===== src/verilog/ppu_pkg.sv =====
// Shared definitions for the PPU pixel path.
// Register map, bus and coordinate widths, and pixel word types.

`default_nettype none

package ppu_pkg;

	localparam int W_COORD = 9;
	localparam int W_PIX = 15;
	localparam int W_LCD = 16;
	localparam int W_APB_ADDR = 16;
	localparam int W_APB_DATA = 32;

	// ----------------------------------------
	// Register offsets

	localparam logic [W_APB_ADDR-1:0] ADDR_CSR = 16'h0000;
	localparam logic [W_APB_ADDR-1:0] ADDR_DISPSIZE = 16'h0004;
	localparam logic [W_APB_ADDR-1:0] ADDR_DEFAULT_BG = 16'h0008;
	localparam logic [W_APB_ADDR-1:0] ADDR_LCD_PXFIFO = 16'h000c;
	localparam logic [W_APB_ADDR-1:0] ADDR_LCD_CSR = 16'h0010;

	// Palette window, entry taken from address bits 8:1
	localparam int PRAM_SEL_BIT = 11;

	// ----------------------------------------
	// Pixel words

	typedef struct packed {
		logic [4:0] r;
		logic [4:0] g;
		logic [4:0] b;
	} rgb555_t;

	typedef struct packed {
		logic [6:0] unused;
		logic [7:0] idx;
	} pal_ref_t;

	// Colour or palette index, selected by the paletted flag
	typedef union packed {
		rgb555_t rgb;
		pal_ref_t pal;
	} pix_word_t;

	typedef logic [W_LCD-1:0] lcd_word_t;

endpackage

`default_nettype wire


===== src/verilog/ppu_pix_stream_if.sv =====
// Valid/ready pixel stream between pipeline stages

`timescale 1ns/1ps
`default_nettype none

interface ppu_pix_stream_if;
	import ppu_pkg::*;

	logic vld;
	logic rdy;
	pix_word_t data;
	logic paletted;

	// Source holds data while vld is high and rdy is low
	modport src (output vld, output data, output paletted, input rdy);
	modport dst (input vld, input data, input paletted, output rdy);

endinterface

`default_nettype wire


===== src/verilog/ppu_apb_regs.sv =====
// APB register block for the PPU.
// Stored config, one-cycle control strobes, palette and FIFO write ports.

`timescale 1ns/1ps
`default_nettype none

module ppu_apb_regs (
	input  logic                          clk_ppu,
	input  logic                          rst_n_ppu,
	input  logic                          psel_i,
	input  logic                          penable_i,
	input  logic                          pwrite_i,
	input  logic [ppu_pkg::W_APB_ADDR-1:0] paddr_i,
	input  logic [ppu_pkg::W_APB_DATA-1:0] pwdata_i,
	output logic [ppu_pkg::W_APB_DATA-1:0] prdata_o,
	output logic                          pready_o,
	output logic                          pslverr_o,
	output logic                          run_o,
	output logic                          halt_o,
	output logic                          halt_vsync_o,
	output logic                          paletted_o,
	output logic [ppu_pkg::W_COORD-1:0]   disp_w_o,
	output logic [ppu_pkg::W_COORD-1:0]   disp_h_o,
	output ppu_pkg::pix_word_t            default_bg_o,
	input  logic                          running_i,
	output logic                          pal_wen_o,
	output logic [7:0]                    pal_waddr_o,
	output ppu_pkg::pix_word_t            pal_wdata_o,
	output logic                          direct_wen_o,
	output ppu_pkg::lcd_word_t            direct_wdata_o,
	input  logic                          fifo_empty_i,
	input  logic                          fifo_full_i,
	input  logic                          tx_busy_i,
	output logic                          lcd_cs_o,
	output logic                          lcd_dc_o
);
	import ppu_pkg::*;

	logic wr_en;
	logic pal_sel;
	logic mapped;

	assign wr_en = psel_i && penable_i && pwrite_i;
	assign pal_sel = paddr_i[PRAM_SEL_BIT];
	assign mapped = paddr_i inside {ADDR_CSR, ADDR_DISPSIZE, ADDR_DEFAULT_BG,
		ADDR_LCD_PXFIFO, ADDR_LCD_CSR};

	// Zero wait states
	assign pready_o = 1'b1;
	assign pslverr_o = psel_i && penable_i && !pal_sel && !mapped;

	// ----------------------------------------
	// Register writes

	always_ff @(posedge clk_ppu or negedge rst_n_ppu) begin
		if (!rst_n_ppu) begin
			run_o <= 1'b0;
			halt_o <= 1'b0;
			halt_vsync_o <= 1'b0;
			paletted_o <= 1'b0;
			disp_w_o <= '0;
			disp_h_o <= '0;
			default_bg_o <= '0;
			lcd_cs_o <= 1'b1;
			lcd_dc_o <= 1'b0;
			pal_wen_o <= 1'b0;
			direct_wen_o <= 1'b0;
		end else begin
			// Strobes last one cycle
			run_o <= wr_en && paddr_i == ADDR_CSR && pwdata_i[0];
			halt_o <= wr_en && paddr_i == ADDR_CSR && pwdata_i[1];
			pal_wen_o <= wr_en && pal_sel;
			direct_wen_o <= wr_en && paddr_i == ADDR_LCD_PXFIFO;
			if (wr_en && paddr_i == ADDR_CSR) begin
				halt_vsync_o <= pwdata_i[2];
				paletted_o <= pwdata_i[3];
			end
			if (wr_en && paddr_i == ADDR_DISPSIZE) begin
				disp_w_o <= pwdata_i[W_COORD-1:0];
				disp_h_o <= pwdata_i[16 +: W_COORD];
			end
			if (wr_en && paddr_i == ADDR_DEFAULT_BG)
				default_bg_o <= pwdata_i[W_PIX-1:0];
			if (wr_en && paddr_i == ADDR_LCD_CSR) begin
				lcd_cs_o <= pwdata_i[16];
				lcd_dc_o <= pwdata_i[17];
			end
		end
	end

	// Write payloads, qualified by the strobes above
	always_ff @(posedge clk_ppu) begin
		pal_waddr_o <= paddr_i[8:1];
		pal_wdata_o <= pwdata_i[W_PIX-1:0];
		direct_wdata_o <= pwdata_i[W_LCD-1:0];
	end

	// ----------------------------------------
	// Read mux

	always_comb begin
		prdata_o = '0;
		if (!pal_sel) begin
			case (paddr_i)
				ADDR_CSR: prdata_o[3:0] = {paletted_o, halt_vsync_o, 1'b0, running_i};
				ADDR_DISPSIZE: begin
					prdata_o[W_COORD-1:0] = disp_w_o;
					prdata_o[16 +: W_COORD] = disp_h_o;
				end
				ADDR_DEFAULT_BG: prdata_o[W_PIX-1:0] = default_bg_o;
				ADDR_LCD_CSR: begin
					prdata_o[0] = fifo_empty_i;
					prdata_o[1] = fifo_full_i;
					prdata_o[8] = tx_busy_i;
					prdata_o[16] = lcd_cs_o;
					prdata_o[17] = lcd_dc_o;
				end
				default: prdata_o = '0;
			endcase
		end
	end

	// APB access phase always follows a selected setup phase
	assert property (@(posedge clk_ppu) disable iff (!rst_n_ppu) penable_i |-> psel_i);

endmodule

`default_nettype wire


===== src/verilog/ppu_raster_source.sv =====
// Run/halt control, x/y raster counter and default colour fill

`timescale 1ns/1ps
`default_nettype none

module ppu_raster_source (
	input  logic                        clk_ppu,
	input  logic                        rst_n_ppu,
	input  logic                        run_i,
	input  logic                        halt_i,
	input  logic                        halt_vsync_i,
	input  logic                        paletted_i,
	input  logic [ppu_pkg::W_COORD-1:0] disp_w_i,
	input  logic [ppu_pkg::W_COORD-1:0] disp_h_i,
	input  ppu_pkg::pix_word_t          default_bg_i,
	output logic                        running_o,
	ppu_pix_stream_if.src               pix
);
	import ppu_pkg::*;

	logic [W_COORD-1:0] x;
	logic [W_COORD-1:0] y;
	logic xfer;
	logic last_x;
	logic frame_end;

	assign xfer = pix.vld && pix.rdy;
	// Compare with >= so a shrunk display size still wraps
	assign last_x = x >= disp_w_i;
	assign frame_end = xfer && last_x && y >= disp_h_i;

	always_ff @(posedge clk_ppu or negedge rst_n_ppu) begin
		if (!rst_n_ppu) begin
			running_o <= 1'b0;
		end else if (halt_i) begin
			running_o <= 1'b0;
		end else if (run_i) begin
			running_o <= 1'b1;
		end else if (halt_vsync_i && frame_end) begin
			running_o <= 1'b0;
		end
	end

	// Raster position only moves on an accepted pixel
	always_ff @(posedge clk_ppu or negedge rst_n_ppu) begin
		if (!rst_n_ppu) begin
			x <= '0;
			y <= '0;
		end else if (xfer) begin
			if (last_x) begin
				x <= '0;
				y <= (y >= disp_h_i) ? '0 : y + 1'b1;
			end else begin
				x <= x + 1'b1;
			end
		end
	end

	// No layers, so every position gets the background colour
	assign pix.vld = running_o;
	assign pix.data = default_bg_i;
	assign pix.paletted = paletted_i;

	assert property (@(posedge clk_ppu) disable iff (!rst_n_ppu)
		running_o |-> x <= disp_w_i);

endmodule

`default_nettype wire


===== src/verilog/ppu_palette_mapper.sv =====
// Palette RAM and registered lookup stage.
// Turns pixel words into LCD words.

`timescale 1ns/1ps
`default_nettype none

module ppu_palette_mapper (
	input  logic                 clk_ppu,
	input  logic                 rst_n_ppu,
	input  logic                 pal_wen_i,
	input  logic [7:0]           pal_waddr_i,
	input  ppu_pkg::pix_word_t   pal_wdata_i,
	ppu_pix_stream_if.dst        pix,
	output logic                 out_vld_o,
	input  logic                 out_rdy_i,
	output ppu_pkg::lcd_word_t   out_data_o
);
	import ppu_pkg::*;

	logic [W_PIX-1:0] pram [256];
	rgb555_t colour;
	logic in_xfer;

	// Red, green, a zero pad bit, then blue
	function automatic lcd_word_t to_lcd(input rgb555_t c);
		to_lcd = {c.r, c.g, 1'b0, c.b};
	endfunction

	always_ff @(posedge clk_ppu) begin
		if (pal_wen_i)
			pram[pal_waddr_i] <= pal_wdata_i;
	end

	// Output register stalls while the FIFO is full
	assign pix.rdy = !out_vld_o || out_rdy_i;
	assign in_xfer = pix.vld && pix.rdy;

	assign colour = pix.paletted ? rgb555_t'(pram[pix.data.pal.idx]) : pix.data.rgb;

	always_ff @(posedge clk_ppu or negedge rst_n_ppu) begin
		if (!rst_n_ppu)
			out_vld_o <= 1'b0;
		else if (in_xfer)
			out_vld_o <= 1'b1;
		else if (out_rdy_i)
			out_vld_o <= 1'b0;
	end

	always_ff @(posedge clk_ppu) begin
		if (in_xfer)
			out_data_o <= to_lcd(colour);
	end

endmodule

`default_nettype wire


===== src/verilog/ppu_pixel_fifo.sv =====
// Synchronous pixel FIFO.
// Software direct writes take priority over the pipeline port.

`timescale 1ns/1ps
`default_nettype none

module ppu_pixel_fifo #(
	parameter int DEPTH = 8
) (
	input  logic               clk_ppu,
	input  logic               rst_n_ppu,
	input  logic               direct_wen_i,
	input  ppu_pkg::lcd_word_t direct_wdata_i,
	input  logic               in_vld_i,
	output logic               in_rdy_o,
	input  ppu_pkg::lcd_word_t in_data_i,
	output logic               out_vld_o,
	input  logic               out_rdy_i,
	output ppu_pkg::lcd_word_t out_data_o,
	output logic               empty_o,
	output logic               full_o
);
	import ppu_pkg::*;

	localparam int W_PTR = (DEPTH > 1) ? $clog2(DEPTH) : 1;
	localparam int W_LEVEL = $clog2(DEPTH + 1);

	lcd_word_t mem [DEPTH];
	logic [W_PTR-1:0] wr_ptr;
	logic [W_PTR-1:0] rd_ptr;
	logic [W_LEVEL-1:0] level;
	logic wen;
	logic ren;

	assign empty_o = level == '0;
	assign full_o = level == W_LEVEL'(DEPTH);
	assign in_rdy_o = !full_o && !direct_wen_i;
	assign wen = direct_wen_i || (in_vld_i && in_rdy_o);
	assign out_vld_o = !empty_o;
	assign ren = out_vld_o && out_rdy_i;
	assign out_data_o = mem[rd_ptr];

	always_ff @(posedge clk_ppu) begin
		if (wen)
			mem[wr_ptr] <= direct_wen_i ? direct_wdata_i : in_data_i;
	end

	always_ff @(posedge clk_ppu or negedge rst_n_ppu) begin
		if (!rst_n_ppu) begin
			wr_ptr <= '0;
			rd_ptr <= '0;
			level <= '0;
		end else begin
			if (wen)
				wr_ptr <= (wr_ptr == W_PTR'(DEPTH - 1)) ? '0 : wr_ptr + 1'b1;
			if (ren)
				rd_ptr <= (rd_ptr == W_PTR'(DEPTH - 1)) ? '0 : rd_ptr + 1'b1;
			case ({wen, ren})
				2'b10: level <= level + 1'b1;
				2'b01: level <= level - 1'b1;
				default: level <= level;
			endcase
		end
	end

	// Software must poll the full flag before writing
	assert property (@(posedge clk_ppu) disable iff (!rst_n_ppu) direct_wen_i |-> !full_o);

endmodule

`default_nettype wire


===== src/verilog/ppu_lcd_shifter.sv =====
// Serial LCD shifter.
// 16-bit words, MSB first, sck at half the clock rate.

`timescale 1ns/1ps
`default_nettype none

module ppu_lcd_shifter (
	input  logic               clk_ppu,
	input  logic               rst_n_ppu,
	input  logic               in_vld_i,
	output logic               in_rdy_o,
	input  ppu_pkg::lcd_word_t in_data_i,
	output logic               tx_busy_o,
	output logic               lcd_sck_o,
	output logic               lcd_mosi_o
);
	import ppu_pkg::*;

	lcd_word_t sreg;
	// Even count is the sck low phase, odd is high
	logic [4:0] cnt;
	logic load;

	assign in_rdy_o = !tx_busy_o;
	assign load = in_vld_i && in_rdy_o;

	always_ff @(posedge clk_ppu or negedge rst_n_ppu) begin
		if (!rst_n_ppu) begin
			tx_busy_o <= 1'b0;
			lcd_sck_o <= 1'b0;
			lcd_mosi_o <= 1'b0;
			cnt <= '0;
		end else if (load) begin
			tx_busy_o <= 1'b1;
			lcd_sck_o <= 1'b0;
			lcd_mosi_o <= in_data_i[W_LCD-1];
			cnt <= '0;
		end else if (tx_busy_o) begin
			cnt <= cnt + 1'b1;
			lcd_sck_o <= !cnt[0];
			// Next bit goes out as sck falls
			if (cnt[0])
				lcd_mosi_o <= sreg[W_LCD-1];
			if (cnt == 5'd31)
				tx_busy_o <= 1'b0;
		end
	end

	always_ff @(posedge clk_ppu) begin
		if (load)
			sreg <= {in_data_i[W_LCD-2:0], 1'b0};
		else if (tx_busy_o && cnt[0])
			sreg <= {sreg[W_LCD-2:0], 1'b0};
	end

endmodule

`default_nettype wire


===== src/verilog/riscboy_ppu_lite.sv =====
// PPU pixel path top level.
// APB registers, raster source, palette mapper, pixel FIFO and LCD shifter.

`timescale 1ns/1ps
`default_nettype none

module riscboy_ppu_lite #(
	parameter int PXFIFO_DEPTH = 8
) (
	input  logic                           clk_ppu,
	input  logic                           rst_n_ppu,
	input  logic                           apbs_psel_i,
	input  logic                           apbs_penable_i,
	input  logic                           apbs_pwrite_i,
	input  logic [ppu_pkg::W_APB_ADDR-1:0] apbs_paddr_i,
	input  logic [ppu_pkg::W_APB_DATA-1:0] apbs_pwdata_i,
	output logic [ppu_pkg::W_APB_DATA-1:0] apbs_prdata_o,
	output logic                           apbs_pready_o,
	output logic                           apbs_pslverr_o,
	output logic                           lcd_cs_o,
	output logic                           lcd_dc_o,
	output logic                           lcd_sck_o,
	output logic                           lcd_mosi_o
);
	import ppu_pkg::*;

	logic run;
	logic halt;
	logic halt_vsync;
	logic paletted;
	logic running;
	logic [W_COORD-1:0] disp_w;
	logic [W_COORD-1:0] disp_h;
	pix_word_t default_bg;

	logic pal_wen;
	logic [7:0] pal_waddr;
	pix_word_t pal_wdata;

	logic direct_wen;
	lcd_word_t direct_wdata;
	logic fifo_empty;
	logic fifo_full;
	logic tx_busy;

	logic pmap_vld;
	logic pmap_rdy;
	lcd_word_t pmap_data;
	logic lcd_vld;
	logic lcd_rdy;
	lcd_word_t lcd_data;

	ppu_pix_stream_if pix_if ();

	// ----------------------------------------
	// Registers

	ppu_apb_regs u_regs (
		.clk_ppu        (clk_ppu),
		.rst_n_ppu      (rst_n_ppu),
		.psel_i         (apbs_psel_i),
		.penable_i      (apbs_penable_i),
		.pwrite_i       (apbs_pwrite_i),
		.paddr_i        (apbs_paddr_i),
		.pwdata_i       (apbs_pwdata_i),
		.prdata_o       (apbs_prdata_o),
		.pready_o       (apbs_pready_o),
		.pslverr_o      (apbs_pslverr_o),
		.run_o          (run),
		.halt_o         (halt),
		.halt_vsync_o   (halt_vsync),
		.paletted_o     (paletted),
		.disp_w_o       (disp_w),
		.disp_h_o       (disp_h),
		.default_bg_o   (default_bg),
		.running_i      (running),
		.pal_wen_o      (pal_wen),
		.pal_waddr_o    (pal_waddr),
		.pal_wdata_o    (pal_wdata),
		.direct_wen_o   (direct_wen),
		.direct_wdata_o (direct_wdata),
		.fifo_empty_i   (fifo_empty),
		.fifo_full_i    (fifo_full),
		.tx_busy_i      (tx_busy),
		.lcd_cs_o       (lcd_cs_o),
		.lcd_dc_o       (lcd_dc_o)
	);

	// ----------------------------------------
	// Pixel pipeline

	ppu_raster_source u_source (
		.clk_ppu      (clk_ppu),
		.rst_n_ppu    (rst_n_ppu),
		.run_i        (run),
		.halt_i       (halt),
		.halt_vsync_i (halt_vsync),
		.paletted_i   (paletted),
		.disp_w_i     (disp_w),
		.disp_h_i     (disp_h),
		.default_bg_i (default_bg),
		.running_o    (running),
		.pix          (pix_if.src)
	);

	ppu_palette_mapper u_pmap (
		.clk_ppu     (clk_ppu),
		.rst_n_ppu   (rst_n_ppu),
		.pal_wen_i   (pal_wen),
		.pal_waddr_i (pal_waddr),
		.pal_wdata_i (pal_wdata),
		.pix         (pix_if.dst),
		.out_vld_o   (pmap_vld),
		.out_rdy_i   (pmap_rdy),
		.out_data_o  (pmap_data)
	);

	ppu_pixel_fifo #(
		.DEPTH (PXFIFO_DEPTH)
	) u_fifo (
		.clk_ppu        (clk_ppu),
		.rst_n_ppu      (rst_n_ppu),
		.direct_wen_i   (direct_wen),
		.direct_wdata_i (direct_wdata),
		.in_vld_i       (pmap_vld),
		.in_rdy_o       (pmap_rdy),
		.in_data_i      (pmap_data),
		.out_vld_o      (lcd_vld),
		.out_rdy_i      (lcd_rdy),
		.out_data_o     (lcd_data),
		.empty_o        (fifo_empty),
		.full_o         (fifo_full)
	);

	ppu_lcd_shifter u_lcd (
		.clk_ppu    (clk_ppu),
		.rst_n_ppu  (rst_n_ppu),
		.in_vld_i   (lcd_vld),
		.in_rdy_o   (lcd_rdy),
		.in_data_i  (lcd_data),
		.tx_busy_o  (tx_busy),
		.lcd_sck_o  (lcd_sck_o),
		.lcd_mosi_o (lcd_mosi_o)
	);

endmodule

`default_nettype wire


===== config.mk =====
export PLATFORM = sky130hd
export DESIGN_NAME = riscboy_ppu_lite
export DESIGN_NICKNAME = d
export VERILOG_FILES = /design/src/verilog/ppu_pkg.sv /design/src/verilog/ppu_pix_stream_if.sv /design/src/verilog/ppu_apb_regs.sv /design/src/verilog/ppu_raster_source.sv /design/src/verilog/ppu_palette_mapper.sv /design/src/verilog/ppu_pixel_fifo.sv /design/src/verilog/ppu_lcd_shifter.sv /design/src/verilog/riscboy_ppu_lite.sv
export SDC_FILE = /design/constraint.sdc
export NUM_CORES = 2
export LEC_CHECK = 0
export BUFFER_PORTS_ARGS = -buffer_cell sky130_fd_sc_hd__buf_2
export CAP_MARGIN = 10
export CORE_ASPECT_RATIO = 1.75
export CORE_MARGIN = 3
export CORE_UTILIZATION = 30
export DETAILED_ROUTE_END_ITERATION = 16
export PLACE_DENSITY = 0.56
export SLEW_MARGIN = 0
export SYNTH_ARGS = -nofsm -noshare
export SYNTH_HDL_FRONTEND = slang
export SYNTH_SLANG_ARGS = --single-unit

===== constraint.sdc =====
create_clock -name clk_ppu -period 5.7 [get_ports clk_ppu]
set_input_delay 0.57 -clock clk_ppu [delete_from_list [all_inputs] [get_ports clk_ppu]]
set_output_delay 0.57 -clock clk_ppu [all_outputs]
set_load 0.005 [all_outputs]

==> run summary <==
For the sequential element share of the synthesized area, the log shows 0.7789. The detailed router finished its first iteration with 7139 violations. The core box area is 522200 um2, and the non-filler instance count after layout is 14600. The adder-cell area share of the yosys netlist came out at 0.002435. Counting flops and latches in the post-synthesis netlist gives 4100. The worst setup path is launched from a register.

The number of detailed-route iterations in the first pass was 6; the I/O pin count was 91. The final layout contains routed wiring with a total length of 429300 um. The tree built by TritonCTS fans out to 4100 sinks. The starting density of the core is 0.3012, and the count of distinct cell types in the synthesized netlist is 60. In the routed layout, each cell is associated on average with a via count of 5.065.

The logs give 0.1002 for the headroom to the max-slew limit and 7512 for the post-layout net count. Summed over all failing endpoints, the final setup total negative slack is 0 ns. For the switching power, the log shows 11740 uW.

The residual DRC count is 0, and the vertical die dimension is 963.8 um. Clock-pin slew was measured on the worst setup and hold paths at 0.07 ns. Setup repair after global routing left no endpoint under its margin. For this run the aggregate overflow at the end of global routing stands at 0. IR analysis of the VDD net gives a maximum drop of 245.4 uV.

The run finished with clean final reports. The area fraction in compound gates after synthesis is 0.02327, and the sequential cell fraction of total power is 0.578. The H-tree was split into 5 levels.

The peak clock frequency supported by timing was 209.4 MHz. For the worst setup path, the data required time is 6.35 ns. The final standard cell utilization of the core came out at 0.3444.

Port buffering added 74 buffers. The clock passes through at most 4 buffers. The synthesized design contains 3998 enable-type register cells. TritonCTS built the clock tree. In this run the critical register-to-register path is captured at u_pmap.out_data_o[6].

The count of final hold-check violations came out at 0. The run gives 0.06387 ns as the clock skew after layout. The switching power share of the total came out at 0.2030. The basic-gate share of the synthesized area counting and, or, nand and nor cells is 0.01699.

For the number of antenna violations at the first check in global routing, the log shows 21. Max-cap violations in this run came to 0. In this run the static leakage power is 0.05387 uW. The die covers 533300 um2. The run gives 181 as the maximum number of pins on one net before global-route repair. For this run, the number of Yosys warnings is 0. For the quantity of gates resized following cts, the log shows 0.

The share of post-route cells with drive strength above 1 was 0.2919; the number of nets with antenna violations after routing was 0. The number of global-route vias before repair was 78360; the aggregate global-route resource usage was 0.1575. The first global-routing pass estimated 603600 um of wire. Layout overhead on the synthesized area: 14.35%. The run gives 0 as the count of endpoints failing setup in the final report. Setup slack on the critical path of the routed design comes to 0.9239 ns. The logs give 46090 uW for the internal cell power and 48090 for the number of inserted filler cells in the final layout. Power spread over the standard cell area amounts to 321.6 nW/um2. Prior to clock tree synthesis, the placed netlist has a worst setup slack of 0.8578 ns. The endpoint class of the critical path is a register. The worst register-to-register path begins at u_regs.default_bg_o[0]. The worst register-to-register path has a setup slack of 0.92 ns. The smallest clock period supported by the final layout is computed as 4.776 ns.

The clock power share was 0.402. In the final routed layout, each cell accounts on average for 29.40 um. The fraction of the cycle the final worst path needs is 0.8379. Of all nets on the critical path, the largest fanout is 42. The critical path is of the reg2reg type. The later-pin clock latency in the skew report is 0.95 ns. The die is 553.3 um wide. At the pin with the least slew margin, the transition time is 1.346 ns. The path type of the worst min-delay path is in2async. The post-synthesis share of cell area spent on xor and xnor gates came out at 0.0004455. The tree is rooted in a clkbuf_16. The post-synthesis async set-or-reset flop share is 0.01902. The final max-slew violation count was 0; the post-synthesis cell count was 6894. For the TritonCTS buffer count, the log shows 340. The tools report the total instance count after detailed placement as 13940. The cell depth of the worst flop-to-flop path is 10, and the floorplan row count is 351. In the synthesized netlist the dominant register cell turns out to be edfxtp_1. The average instance in the mapped netlist occupies 22.81 um2.

The logs give 0.020 for the combinational group share of total power and 5.42 ns for the arrival time at the worst endpoint. The logs give 0.8449 for the weighted congestion at the end of routability-driven global placement and 270800 um for the detailed-placement wirelength estimate. By area, the combinational part of the netlist is dominated by multiplexers.

The multiplexer share of the synthesized area was 0.1647; the routed via count was 73950. The summed instance area of the synthesized netlist was 157300 um2.
cells by family after synthesis:
kind of cell,count (synthesis)
adder cells (fa/ha/maj),30
buffers and inverters,427
multiplexers,1207
AND/OR/NAND/NOR,613
flip-flops,4100
other,2
XOR/XNOR,8
AO/OA/AOI/OAI,507
through the flow:
step	hold slack, ns	power [uW]	instance area, um2
floorplan	0.2744	34760	157300
global placement	0.4088	35180	168600
detailed placement	0.4218	35240	168700
CTS	0.06053	58400	179800
global route	0.1297	59520	179800
finish	0.1317	57830	179800
layout make-up:
class / count / area, um2 / share of cell area
antenna: 29 / 72.57 / 0.0004035
clock buffer: 417 / 8956 / 0.04980
clock inverter: 184 / 1768 / 0.009831
inverter: 30 / 112.6 / 0.0006262
multi-input combinational: 2374 / 32830 / 0.1826
sequential: 4100 / 122600 / 0.6816
tap: 6883 / 8612 / 0.04789
timing repair buffer: 583 / 4917 / 0.02734
worst max-delay path by stage:
stage / from / to / depth (start not counted)
3_3_place_gp: u_regs.default_bg_o[0] / u_pmap.out_data_o[11] / 9
2_1_floorplan: u_regs.pal_wdata_o[0] / u_pmap.pram[0][0] / 0
3_5_place_dp: u_regs.default_bg_o[0] / u_pmap.out_data_o[11] / 9
6_report: u_regs.default_bg_o[0] / u_pmap.out_data_o[6] / 10
4_1_cts: u_regs.default_bg_o[0] / u_pmap.out_data_o[11] / 9
5_1_grt: u_regs.default_bg_o[0] / u_pmap.out_data_o[6] / 10
cells in the final DEF (no fill, tap or decap), types with 11 or more instances in the layout:
cell,instances
edfxtp_1,3998
mux4_2,1099
buf_4,421
clkbuf_16,347
nor2_1,305
a22oi_1,130
nand2_1,118
a21oi_1,89
a22o_1,76
buf_2,74
dfrtp_1,70
clkbuf_1,69
clkinv_2,65
a221oi_1,58
mux2i_1,55
mux2_2,53
buf_12,49
clkinv_1,47
o21ai_0,45
nor3_1,43
o22ai_1,41
dlygate4sd3_1,34
diode_2,29
ha_1,29
inv_1,28
bufinv_16,28
and2_1,27
and3_1,21
nor2b_1,20
nand3_1,19
clkinvlp_4,19
a221o_1,15
dfxtp_4,15
a211oi_1,13
nor2_2,11
a2111oi_0,11
nand2b_1,11
a21o_1,11
registers in the layout, summed over array words and instances (netlist names), 2 cells and up:
signal                 count
u_regs.default_bg_o       15
u_regs.pal_wdata_o        14
u_fifo.rd_ptr              3
u_source.y                 9
u_fifo.mem               128
u_regs.disp_w_o            9
u_pmap.pram             3840
u_fifo.wr_ptr              3
u_lcd.cnt                  5
u_regs.direct_wdata_o      2
u_fifo.level               4
u_regs.disp_h_o            9
u_regs.pal_waddr_o         8
u_pmap.out_data_o         15
u_lcd.sreg                15
u_source.x                 9
worst max-delay path, stage by stage, from the launching register on:
cell and delay, ns:
dfrtp_4 0.56, buf_4 0.36, buf_4 0.41, buf_4 0.75, mux4_2 0.61, a22o_1 0.26, a221oi_1 0.73, o221ai_1 0.28
mux2i_1 0.21, o31ai_1 0.08, a21boi_0 0.17
cells in the mapped netlist, drive strengths merged, types with 3 or more instances:
cell type	instances	share of area
a2111oi	12	0.00067
a221o	15	0.00095
inv	30	0.00072
nor2b	22	0.00088
dfrtp	77	0.012
a221oi	60	0.0034
ha	29	0.0023
or2	3	0.00012
buf	211	0.0081
a22o	76	0.0042
a21o	11	0.00053
and3	21	0.00084
a211oi	13	0.00062
mux4	1099	0.16
nand3	23	0.00073
mux2	53	0.0038
nor3	46	0.0015
a21oi	89	0.0028
edfxtp	3998	0.76
o21ai	46	0.0015
nor4	5	0.00020
xnor2	3	0.00017
a22oi	130	0.0062
nor2	317	0.0076
clkbuf	186	0.0044
and2	28	0.0011
o22ai	41	0.0016
nand2b	11	0.00044
xor2	5	0.00028
dfxtp	24	0.0031
nand4	5	0.00020
nand2	122	0.0029
mux2i	55	0.0035
metal layers:
metal  global-route usage  vias up  part of all wire
li1                     -    30320                 -
met1               0.1687    40500              0.34
met5                    0        -          0.000035
met3              0.01577      746             0.044
met2               0.2977     2388              0.55
met4              0.09333        4             0.067
power groups by stage:
stage	Sequential, uW	Combinational [uW]	Clock, uW
2_1_floorplan	34200	570	0
3_3_place_gp	34100	1110	0
3_5_place_dp	34100	1160	0
4_1_cts	33400	1180	23800
5_1_grt	33400	1260	24800
6_report	33400	1140	23300
repair_timing:
| action | CTS | global route |
|---|---|---|
| endpoints found under the hold margin | 82 | 0 |
| hold buffers | 34 | 0 |
| setup buffers | 0 | 0 |
(Power assumes the default switching activity.)
